==> config.mk <==
export PLATFORM = sky130hd
export DESIGN_NAME = fc_lcc_svc_top
export DESIGN_NICKNAME = d
export VERILOG_FILES = /design/src/hw/fc_lcc_svc_pkg.sv /design/src/hw/fc_lcc_svc_top.sv /design/src/hw/otp_mem_model.sv /design/src/hw/otp_fault_injector.sv /design/src/hw/fc_lcc_reset_seq.sv /design/src/hw/lcc_clk_switch_ctrl.sv /design/src/hw/lc_override_regs.sv /design/src/hw/svc_cmd_decoder.sv
export SDC_FILE = /design/constraint.sdc
export NUM_CORES = 2
export LEC_CHECK = 0
export BUFFER_PORTS_ARGS = -buffer_cell sky130_fd_sc_hd__buf_4
export CAP_MARGIN = 20
export CELL_PAD_IN_SITES_DETAIL_PLACEMENT = 1
export CELL_PAD_IN_SITES_GLOBAL_PLACEMENT = 1
export CORE_MARGIN = 2
export CORE_UTILIZATION = 58
export DETAILED_ROUTE_END_ITERATION = 8
export PLACE_DENSITY_LB_ADDON = 0.1
export SLEW_MARGIN = 20
export SYNTH_ARGS = -nofsm -noshare
export SYNTH_HDL_FRONTEND = slang
export SYNTH_SLANG_ARGS = --single-unit
==> constraint.sdc <==
create_clock -name clk -period 14.85 [get_ports clk]
set_input_delay 0 -clock clk [delete_from_list [all_inputs] [get_ports clk]]
set_output_delay 0 -clock clk [all_outputs]
set_load 0.05 [all_outputs]
==> src/hw/fc_lcc_svc_pkg.sv <==
// Shared command codes, override structs and OTP partition map, imported by every service block
package fc_lcc_svc_pkg;

  // ----------------------------------------
  // Command codes
  // ----------------------------------------
  typedef enum logic [7:0] {
    CMD_FORCE_AWUSER_CORE   = 8'h01,
    CMD_FORCE_AWUSER_MCU    = 8'h02,
    CMD_RELEASE_AWUSER      = 8'h03,
    CMD_FORCE_ZEROIZE       = 8'h04,
    CMD_FORCE_ZEROIZE_RESET = 8'h05,
    CMD_RELEASE_ZEROIZE     = 8'h06,
    CMD_FORCE_LC_TOKENS     = 8'h07,
    CMD_FORCE_RMA_SCRAP_PPD = 8'h08,
    CMD_FC_ESCALATE         = 8'h09,
    CMD_LC_ESCALATE0        = 8'h0a,
    CMD_LC_ESCALATE1        = 8'h0b,
    CMD_EXT_CLK_160         = 8'h0c,
    CMD_EXT_CLK_400         = 8'h0d,
    CMD_EXT_CLK_500         = 8'h0e,
    CMD_EXT_CLK_1000        = 8'h0f,
    CMD_FC_LCC_RESET        = 8'h10,
    CMD_FAULT_BUS_ECC       = 8'h11,
    CMD_DISABLE_SVA         = 8'h12,
    CMD_ENABLE_SVA          = 8'h13,
    CMD_CORRECTABLE_FAULT   = 8'h14,
    CMD_UNCORRECTABLE_FAULT = 8'h15
  } svc_cmd_e;

  // One single-cycle pulse per decoded command
  typedef struct packed {
    logic awuser_core;
    logic awuser_mcu;
    logic awuser_release;
    logic zeroize;
    logic zeroize_reset;
    logic zeroize_release;
    logic lc_tokens;
    logic rma_scrap_ppd;
    logic fc_escalate;
    logic lc_esc0;
    logic lc_esc1;
    logic clk_160;
    logic clk_400;
    logic clk_500;
    logic clk_1000;
    logic fc_lcc_reset;
    logic bus_ecc_fault;
    logic disable_sva;
    logic enable_sva;
    logic correctable_fault;
    logic uncorrectable_fault;
  } svc_req_t;

  typedef enum logic [1:0] {
    AWUSER_NONE = 2'd0,
    AWUSER_CORE = 2'd1,
    AWUSER_MCU  = 2'd2
  } awuser_sel_e;

  typedef enum logic [1:0] {
    ZEROIZE_NONE        = 2'd0,
    ZEROIZE_ON          = 2'd1,
    ZEROIZE_RESET_STATE = 2'd2
  } zeroize_e;

  typedef struct packed {
    awuser_sel_e awuser_sel;
    zeroize_e    zeroize;
    logic        tokens_force;
    logic        rma_scrap_ppd;
    logic        fc_escalate;
    logic        lc_esc0;
    logic        lc_esc1;
    logic        bus_ecc_fault;
  } lc_override_t;

  typedef struct packed {
    logic [15:0] freq_mhz;
    logic        ext_req;
  } clk_sel_t;

  typedef logic [15:0] otp_word_t;

  // Offset word of a partition together with its digest lock
  typedef struct packed {
    otp_word_t data;
    logic      locked;
  } otp_part_view_t;

  // ----------------------------------------
  // OTP partition map
  // ----------------------------------------
  parameter int NUM_PARTS = 8;
  parameter int OTP_AW    = 6;

  parameter logic [OTP_AW-1:0] PART_OFFSET [NUM_PARTS] = '{
    6'd0, 6'd8, 6'd16, 6'd24, 6'd32, 6'd40, 6'd48, 6'd56
  };
  parameter logic [OTP_AW-1:0] PART_DIGEST [NUM_PARTS] = '{
    6'd7, 6'd15, 6'd23, 6'd31, 6'd39, 6'd47, 6'd55, 6'd63
  };

  parameter logic [OTP_AW-1:0] ECC_FAULT_ADDR  = 6'd5;
  parameter logic [15:0]       CLK_MHZ_DEFAULT = 16'd1000;

endpackage
==> src/hw/fc_lcc_svc_top.sv <==
// Fuse and life-cycle service block top level; connects the command decoder to all service blocks
`timescale 1ns/1ps

module fc_lcc_svc_top (
  input  logic                               clk,
  input  logic                               cptra_rst_b,
  input  logic                               svc_cmd_valid_i,
  input  fc_lcc_svc_pkg::svc_cmd_e           svc_cmd_i,
  input  logic                               lc_clk_byp_ack_i,
  input  logic                               otp_we_i,
  input  logic [fc_lcc_svc_pkg::OTP_AW-1:0]  otp_waddr_i,
  input  fc_lcc_svc_pkg::otp_word_t          otp_wdata_i,
  input  logic [fc_lcc_svc_pkg::OTP_AW-1:0]  otp_raddr_i,
  output fc_lcc_svc_pkg::lc_override_t       lc_override_o,
  output fc_lcc_svc_pkg::clk_sel_t           clk_sel_o,
  output logic                               clk_switch_req_o,
  output logic                               fc_lcc_rst_b_o,
  output logic                               disable_sva_o,
  output logic                               fault_active_o,
  output fc_lcc_svc_pkg::otp_word_t          otp_rdata_o
);

  import fc_lcc_svc_pkg::*;

  localparam int MEM_DEPTH = 64;

  svc_req_t       svc_req;
  otp_part_view_t part_view [NUM_PARTS];
  otp_word_t      faulted_word [NUM_PARTS];

  // ----------------------------------------
  // Command path
  // ----------------------------------------
  svc_cmd_decoder i_decoder (
    .svc_cmd_valid_i (svc_cmd_valid_i),
    .svc_cmd_i       (svc_cmd_i),
    .svc_req_o       (svc_req)
  );

  lc_override_regs i_override (
    .clk           (clk),
    .cptra_rst_b   (cptra_rst_b),
    .svc_req_i     (svc_req),
    .lc_override_o (lc_override_o)
  );

  lcc_clk_switch_ctrl i_clk_switch (
    .clk              (clk),
    .cptra_rst_b      (cptra_rst_b),
    .svc_req_i        (svc_req),
    .lc_clk_byp_ack_i (lc_clk_byp_ack_i),
    .clk_sel_o        (clk_sel_o),
    .clk_switch_req_o (clk_switch_req_o)
  );

  fc_lcc_reset_seq i_reset_seq (
    .clk            (clk),
    .cptra_rst_b    (cptra_rst_b),
    .svc_req_i      (svc_req),
    .fc_lcc_rst_b_o (fc_lcc_rst_b_o),
    .disable_sva_o  (disable_sva_o)
  );

  // ----------------------------------------
  // OTP model and fault injection
  // ----------------------------------------
  otp_fault_injector #(
    .NUM_PARTS_P (NUM_PARTS)
  ) i_fault_inj (
    .clk            (clk),
    .cptra_rst_b    (cptra_rst_b),
    .svc_req_i      (svc_req),
    .part_view_i    (part_view),
    .fault_active_o (fault_active_o),
    .faulted_word_o (faulted_word)
  );

  otp_mem_model #(
    .OTP_DEPTH (MEM_DEPTH)
  ) i_otp_mem (
    .clk             (clk),
    .cptra_rst_b     (cptra_rst_b),
    .we_i            (otp_we_i),
    .waddr_i         (otp_waddr_i),
    .wdata_i         (otp_wdata_i),
    .raddr_i         (otp_raddr_i),
    .bus_ecc_fault_i (lc_override_o.bus_ecc_fault),
    .fault_active_i  (fault_active_o),
    .faulted_word_i  (faulted_word),
    .rdata_o         (otp_rdata_o),
    .part_view_o     (part_view)
  );

endmodule

==> src/hw/otp_mem_model.sv <==
// OTP word memory with bus ECC write corruption and a faulted read override per partition
`timescale 1ns/1ps

module otp_mem_model #(
  parameter int OTP_DEPTH = 64
) (
  input  logic                                clk,
  input  logic                                cptra_rst_b,
  input  logic                                we_i,
  input  logic [fc_lcc_svc_pkg::OTP_AW-1:0]   waddr_i,
  input  fc_lcc_svc_pkg::otp_word_t           wdata_i,
  input  logic [fc_lcc_svc_pkg::OTP_AW-1:0]   raddr_i,
  input  logic                                bus_ecc_fault_i,
  input  logic                                fault_active_i,
  input  fc_lcc_svc_pkg::otp_word_t           faulted_word_i [fc_lcc_svc_pkg::NUM_PARTS],
  output fc_lcc_svc_pkg::otp_word_t           rdata_o,
  output fc_lcc_svc_pkg::otp_part_view_t      part_view_o [fc_lcc_svc_pkg::NUM_PARTS]
);

  import fc_lcc_svc_pkg::*;

  otp_word_t mem [OTP_DEPTH];
  logic      ecc_flip;

  // Armed bus ECC fault corrupts bit 0 of one write address
  assign ecc_flip = bus_ecc_fault_i && (waddr_i == ECC_FAULT_ADDR);

  always_ff @(posedge clk or negedge cptra_rst_b) begin
    if (!cptra_rst_b) begin
      for (int i = 0; i < OTP_DEPTH; i++) begin
        mem[i] <= '0;
      end
    end else if (we_i) begin
      mem[waddr_i] <= wdata_i ^ {15'd0, ecc_flip};
    end
  end

  always_comb begin
    rdata_o = mem[raddr_i];
    for (int i = 0; i < NUM_PARTS; i++) begin
      if (fault_active_i && (raddr_i == PART_OFFSET[i])) begin
        rdata_o = faulted_word_i[i];
      end
      part_view_o[i].data   = mem[PART_OFFSET[i]];
      part_view_o[i].locked = |mem[PART_DIGEST[i]];
    end
  end

endmodule

==> src/hw/otp_fault_injector.sv <==
// Latches faulted copies of the partition offset words on the first fault command
`timescale 1ns/1ps

module otp_fault_injector #(
  parameter int NUM_PARTS_P = 8
) (
  input  logic                            clk,
  input  logic                            cptra_rst_b,
  input  fc_lcc_svc_pkg::svc_req_t        svc_req_i,
  input  fc_lcc_svc_pkg::otp_part_view_t  part_view_i [NUM_PARTS_P],
  output logic                            fault_active_o,
  output fc_lcc_svc_pkg::otp_word_t       faulted_word_o [NUM_PARTS_P]
);

  import fc_lcc_svc_pkg::*;

  logic      fault_active_q;
  logic      capture;
  otp_word_t faulted_word_q [NUM_PARTS_P];
  otp_word_t fault_next [NUM_PARTS_P];

  assign capture = (svc_req_i.correctable_fault | svc_req_i.uncorrectable_fault)
                   & ~fault_active_q;

  // ----------------------------------------
  // Fault rules for locked partitions
  // ----------------------------------------
  always_comb begin
    for (int i = 0; i < NUM_PARTS_P; i++) begin
      if (svc_req_i.uncorrectable_fault) begin
        fault_next[i] = part_view_i[i].data ^ {16{part_view_i[i].locked}};
      end else begin
        // Single bit flip, which ECC can still repair
        fault_next[i] = {part_view_i[i].data[15:1],
                         part_view_i[i].data[0] ^ part_view_i[i].locked};
      end
    end
  end

  always_ff @(posedge clk or negedge cptra_rst_b) begin
    if (!cptra_rst_b) begin
      fault_active_q <= 1'b0;
    end else if (capture) begin
      fault_active_q <= 1'b1;
    end
  end

  always_ff @(posedge clk) begin
    if (capture) begin
      for (int i = 0; i < NUM_PARTS_P; i++) begin
        faulted_word_q[i] <= fault_next[i];
      end
    end
  end

  assign fault_active_o = fault_active_q;
  assign faulted_word_o = faulted_word_q;

endmodule

==> src/hw/fc_lcc_reset_seq.sv <==
// Produces the 11-cycle fuse and life-cycle reset pulse and holds the assertion-disable level
`timescale 1ns/1ps

module fc_lcc_reset_seq (
  input  logic                      clk,
  input  logic                      cptra_rst_b,
  input  fc_lcc_svc_pkg::svc_req_t  svc_req_i,
  output logic                      fc_lcc_rst_b_o,
  output logic                      disable_sva_o
);

  import fc_lcc_svc_pkg::*;

  // The pulse covers counter values 0 through RST_LAST
  localparam logic [3:0] RST_LAST = 4'd10;

  logic [3:0] rst_cnt_q;
  logic       rst_active_q;
  logic       disable_sva_q;

  always_ff @(posedge clk or negedge cptra_rst_b) begin
    if (!cptra_rst_b) begin
      rst_active_q <= 1'b0;
      rst_cnt_q    <= '0;
    end else if (rst_active_q) begin
      // Further reset commands are dropped while the pulse runs
      if (rst_cnt_q == RST_LAST) begin
        rst_active_q <= 1'b0;
        rst_cnt_q    <= '0;
      end else begin
        rst_cnt_q <= rst_cnt_q + 4'd1;
      end
    end else if (svc_req_i.fc_lcc_reset) begin
      rst_active_q <= 1'b1;
      rst_cnt_q    <= '0;
    end
  end

  always_ff @(posedge clk or negedge cptra_rst_b) begin
    if (!cptra_rst_b) begin
      disable_sva_q <= 1'b0;
    end else if (svc_req_i.disable_sva) begin
      disable_sva_q <= 1'b1;
    end else if (svc_req_i.enable_sva) begin
      disable_sva_q <= 1'b0;
    end
  end

  assign fc_lcc_rst_b_o = ~rst_active_q;
  assign disable_sva_o  = disable_sva_q;

endmodule

==> src/hw/lcc_clk_switch_ctrl.sv <==
// External clock frequency selection and the clock switch request toward the life-cycle controller
`timescale 1ns/1ps

module lcc_clk_switch_ctrl (
  input  logic                      clk,
  input  logic                      cptra_rst_b,
  input  fc_lcc_svc_pkg::svc_req_t  svc_req_i,
  input  logic                      lc_clk_byp_ack_i,
  output fc_lcc_svc_pkg::clk_sel_t  clk_sel_o,
  output logic                      clk_switch_req_o
);

  import fc_lcc_svc_pkg::*;

  clk_sel_t    clk_sel_q;
  logic        clk_cmd;
  logic [15:0] clk_freq;

  always_comb begin
    clk_cmd  = 1'b1;
    clk_freq = CLK_MHZ_DEFAULT;
    if (svc_req_i.clk_160)       clk_freq = 16'd160;
    else if (svc_req_i.clk_400)  clk_freq = 16'd400;
    else if (svc_req_i.clk_500)  clk_freq = 16'd500;
    else if (svc_req_i.clk_1000) clk_freq = 16'd1000;
    else                         clk_cmd  = 1'b0;
  end

  // A new clock command beats the retirement of the pending request
  always_ff @(posedge clk or negedge cptra_rst_b) begin
    if (!cptra_rst_b) begin
      clk_sel_q.freq_mhz <= CLK_MHZ_DEFAULT;
      clk_sel_q.ext_req  <= 1'b0;
    end else if (clk_cmd) begin
      clk_sel_q.freq_mhz <= clk_freq;
      clk_sel_q.ext_req  <= 1'b1;
    end else if (clk_switch_req_o) begin
      clk_sel_q.ext_req  <= 1'b0;
    end
  end

  assign clk_switch_req_o = lc_clk_byp_ack_i & clk_sel_q.ext_req;
  assign clk_sel_o        = clk_sel_q;

endmodule

==> src/hw/lc_override_regs.sv <==
// Sticky override levels for the fuse and life-cycle controllers, set and released by commands
`timescale 1ns/1ps

module lc_override_regs (
  input  logic                          clk,
  input  logic                          cptra_rst_b,
  input  fc_lcc_svc_pkg::svc_req_t      svc_req_i,
  output fc_lcc_svc_pkg::lc_override_t  lc_override_o
);

  import fc_lcc_svc_pkg::*;

  lc_override_t ov_q;

  always_ff @(posedge clk or negedge cptra_rst_b) begin
    if (!cptra_rst_b) begin
      ov_q <= '0;
    end else begin
      // The latest command of the write-user group wins
      if (svc_req_i.awuser_core) begin
        ov_q.awuser_sel <= AWUSER_CORE;
      end else if (svc_req_i.awuser_mcu) begin
        ov_q.awuser_sel <= AWUSER_MCU;
      end else if (svc_req_i.awuser_release) begin
        ov_q.awuser_sel <= AWUSER_NONE;
      end

      if (svc_req_i.zeroize) begin
        ov_q.zeroize <= ZEROIZE_ON;
      end else if (svc_req_i.zeroize_reset) begin
        ov_q.zeroize <= ZEROIZE_RESET_STATE;
      end else if (svc_req_i.zeroize_release) begin
        ov_q.zeroize <= ZEROIZE_NONE;
      end

      // The remaining levels have no release and hold until reset
      if (svc_req_i.lc_tokens)     ov_q.tokens_force  <= 1'b1;
      if (svc_req_i.rma_scrap_ppd) ov_q.rma_scrap_ppd <= 1'b1;
      if (svc_req_i.fc_escalate)   ov_q.fc_escalate   <= 1'b1;
      if (svc_req_i.lc_esc0)       ov_q.lc_esc0       <= 1'b1;
      if (svc_req_i.lc_esc1)       ov_q.lc_esc1       <= 1'b1;
      if (svc_req_i.bus_ecc_fault) ov_q.bus_ecc_fault <= 1'b1;
    end
  end

  assign lc_override_o = ov_q;

endmodule

==> src/hw/svc_cmd_decoder.sv <==
// Decodes a valid service command byte into one request pulse for the register blocks
`timescale 1ns/1ps

module svc_cmd_decoder (
  input  logic                      svc_cmd_valid_i,
  input  fc_lcc_svc_pkg::svc_cmd_e  svc_cmd_i,
  output fc_lcc_svc_pkg::svc_req_t  svc_req_o
);

  import fc_lcc_svc_pkg::*;

  // Unknown codes leave every field low
  always_comb begin
    svc_req_o = '0;
    if (svc_cmd_valid_i) begin
      case (svc_cmd_i)
        CMD_FORCE_AWUSER_CORE:   svc_req_o.awuser_core         = 1'b1;
        CMD_FORCE_AWUSER_MCU:    svc_req_o.awuser_mcu          = 1'b1;
        CMD_RELEASE_AWUSER:      svc_req_o.awuser_release      = 1'b1;
        CMD_FORCE_ZEROIZE:       svc_req_o.zeroize             = 1'b1;
        CMD_FORCE_ZEROIZE_RESET: svc_req_o.zeroize_reset       = 1'b1;
        CMD_RELEASE_ZEROIZE:     svc_req_o.zeroize_release     = 1'b1;
        CMD_FORCE_LC_TOKENS:     svc_req_o.lc_tokens           = 1'b1;
        CMD_FORCE_RMA_SCRAP_PPD: svc_req_o.rma_scrap_ppd       = 1'b1;
        CMD_FC_ESCALATE:         svc_req_o.fc_escalate         = 1'b1;
        CMD_LC_ESCALATE0:        svc_req_o.lc_esc0             = 1'b1;
        CMD_LC_ESCALATE1:        svc_req_o.lc_esc1             = 1'b1;
        CMD_EXT_CLK_160:         svc_req_o.clk_160             = 1'b1;
        CMD_EXT_CLK_400:         svc_req_o.clk_400             = 1'b1;
        CMD_EXT_CLK_500:         svc_req_o.clk_500             = 1'b1;
        CMD_EXT_CLK_1000:        svc_req_o.clk_1000            = 1'b1;
        CMD_FC_LCC_RESET:        svc_req_o.fc_lcc_reset        = 1'b1;
        CMD_FAULT_BUS_ECC:       svc_req_o.bus_ecc_fault       = 1'b1;
        CMD_DISABLE_SVA:         svc_req_o.disable_sva         = 1'b1;
        CMD_ENABLE_SVA:          svc_req_o.enable_sva          = 1'b1;
        CMD_CORRECTABLE_FAULT:   svc_req_o.correctable_fault   = 1'b1;
        CMD_UNCORRECTABLE_FAULT: svc_req_o.uncorrectable_fault = 1'b1;
        default: begin
        end
      endcase
    end
  end

endmodule

==> reports/qor.csv <==
metric,value,unit
ir_drop,0.129,mV
numCtsBuffers,131,
post-route-period-util,0.325,
crit_fanout,107,
path_common_cell,buf_4,
worst-path-buf-inv,4,
drtPass1Iterations,7,
maxSlewViolCount,0,
multi_input_area,0.0230,mm^2
power-per-cell-area,139,mW/mm^2
ant_nets,0,
rows,112,
synth_ff_type,dfrtp_1,
synth_edf_count,128,
root_buffer,clkbuf_16,
clock_sinks,1176,
tns,0,ps
yosysTopAreaCell,dfrtp_1,
drt-total-wl,175000,um
power_frac_clock,0.393,
relSlewSlack,0.131,
hpwl,110000,um
crit_slowest_cell,nor4_1,
grt_max_degree,193,
die_y,311,um
cts_tree,built,
grt_pass1_vias,37600,
ys_warn_count,0,
startpoint_type,input pin,
drc_errors,0,
path_cells,buf_8 -> buf_4 -> buf_12 -> mux4_2 -> a211oi_1 -> nor4_1 -> o31ai_1 -> a22oi_1 -> buf_4,
track_usage,0.368,
failed_checks,hold timing,
antenna_found_initial,8,
max_freq,207,MHz
routed_via_density,6.77,
critPathTopFamily,buffers and inverters,
yosys-top-cells-count,"dfrtp_1 (1044), mux2_2 (970), mux2i_1 (247), clkbuf_1 (157), mux4_2 (155)",
synth_area_leaders,"dfrtp_1 (48%), mux2_2 (20%), edfxtp_1 (7.0%)",
worst_ep_required_time,14850,ps
die_width,311,um
pre_cts_slack,10220,ps
cts_setup_buffers,0,
layout.nets,3816,
n_fill_cell,8390,
initial_core_util,0.585,
area.growth.synth_to_final,10.8,%
worstSetupPathType,input pin to output port,
drv_cap,0,
cp.arrival,4830,ps
clk_latency,760,ps
worstSetupEndpointType,output port,
outcome,finished with violations,
finalHoldViolations,1,
sw_frac_of_total,0.264,
worst_pin_slew,1290,ps
wire_per_inst,34.2,um
die_area,0.0966,mm^2
vias,34800,
final_area,0.0605,mm^2
async_flop_share,0.891,
seqPwrFrac,0.468,
core,0.0933,mm^2
clockBufferDepth,3,
clock_skew,30.9,ps
port_buffers,78,
dpl-instance-area,0.0557,mm^2
min_period,4830,ps
postSynthCellCount,3814,
drt-initial-drc-count,3208,
avgSynthCellArea,14.3,um^2
htree_levels,4,
grt_pass1_wl,261000,um
yosysUniqueCellTypes,66,
gr-total-overflow,0,
grt_setup_unrepaired,no,
drive_gt1_frac,0.393,
holdWs,-7.41,ps
p_switching,2220,uW
yosysSeqAreaShare,0.551,
syn_area,0.0546,mm^2
cellInternalPower,6180,uW
synth_top_area_frac,0.479,
p_comb_frac,0.139,
finalSetupViolations,0,
cpPeakStageDelay,1130,ps
gp_congestion,0.920,
yosysMostFrequentCell,dfrtp_1,
leakagePower,0.0274,uW
worst_slack,10020,ps
cts.clk_slew.worst_paths,50,ps
synth_seq_cells,1176,
register_area,0.0301,mm^2
hp-class,input pin to flop,
io_pins,88,
==> through the flow <==
stage          hold WS (ps)  instances  power (uW)  utilization
6_report              -7.41       5135        8400        0.648
5_1_grt               0.388       5132        8670        0.648
4_1_cts               0.495       5129        8420        0.647
3_5_place_dp            157       4867        5110        0.597
3_3_place_gp            133       4865        5010        0.596
2_1_floorplan          -296       3821        4650            -
==> cells by family after synthesis <==
family	count (synthesis)	share of synthesized area
muxes	1381	0.314
DFF	1176	0.551
and+or+nand+nor	408	0.0381
AOI/OAI and AO/OA	366	0.0446
buffers and inverters	349	0.0312
xor gates and xnor gates	130	0.0209
adders and majority gates	2	0.000458
other	2	0.000138
==> worst reg2reg max path: stages, from the launching register on <==
cell     delay (ps)
dfrtp_1         360
buf_4           220
nor3_2          200
buf_4           710
buf_4          1030
==> registers in the layout (all words and copies together), names as in the netlist <==
| name | flops |
|---|---|
| i_clk_switch.clk_sel_o | 7 |
| i_fault_inj.fault_active_o | 1 |
| i_fault_inj.faulted_word_o | 128 |
| i_otp_mem.mem | 896 |
| i_otp_mem.part_view_o | 128 |
| i_override.lc_override_o | 10 |
| i_reset_seq.disable_sva_o | 1 |
| i_reset_seq.rst_active_q | 1 |
| i_reset_seq.rst_cnt_q | 4 |
==> final cells by class <==
type	count	share of cell area
Clock buffer	197	0.0666
Tap cell	1254	0.0259
Clock inverter	41	0.00606
Inverter	8	0.000497
Antenna cell	3	0.000124
Multi-Input combinational cell	2296	0.380
Timing Repair Buffer	160	0.0233
Sequential cell	1176	0.497
==> power groups by stage <==
stage / logic (uW) / registers (uW) / clock network (uW)
2_1_floorplan: 772 / 3880 / 0
3_3_place_gp: 1080 / 3930 / 0
3_5_place_dp: 1140 / 3980 / 0
4_1_cts: 1160 / 3920 / 3340
5_1_grt: 1230 / 3970 / 3470
6_report: 1160 / 3930 / 3300
==> routing by layer <==
metal / vias up / part of all wire / global-route usage
li1: 14100 / - / -
met1: 18800 / 0.40 / 0.492
met2: 1423 / 0.47 / 0.578
met3: 449 / 0.074 / 0.0790
met4: 2 / 0.054 / 0.173
met5: - / 0.000063 / 0
==> layout by cell type, fill, tap and decap left out, drive strengths merged, types with 73 or more instances in the layout <==
cell / count
edfxtp: 128
a22oi: 115
nor2: 89
dfrtp: 1044
mux2: 970
mux2i: 247
clkbuf: 199
a21oi: 73
buf: 135
nand2: 118
mux4: 164
xnor2: 120
==> path summary, 6_finish.rpt <==
check / start / to / slack (ps) / cells past startpoint
max in group asynchronous: cptra_rst_b / i_otp_mem.mem[167] / 11510 / 6
max reg2reg: i_fault_inj.fault_active_o / i_fault_inj.faulted_word_o[97] / 11880 / 4
min: otp_waddr_i[2] / i_otp_mem.mem[640] / -7 / 3
min in group asynchronous: cptra_rst_b / i_otp_mem.mem[904] / 240 / 3
min reg2reg: i_override.lc_override_o[3] / i_override.lc_override_o[3] / 470 / 1
max: otp_raddr_i[1] / otp_rdata_o[5] / 10020 / 9
==> timing repair <==
item / 4_1_cts / 5_1_grt
endpoints found under the hold margin: 145 / 0
resized for setup: 0 / 0
hold buffers: 24 / 0
No activity file was read; power rests on OpenSTA's default activity.
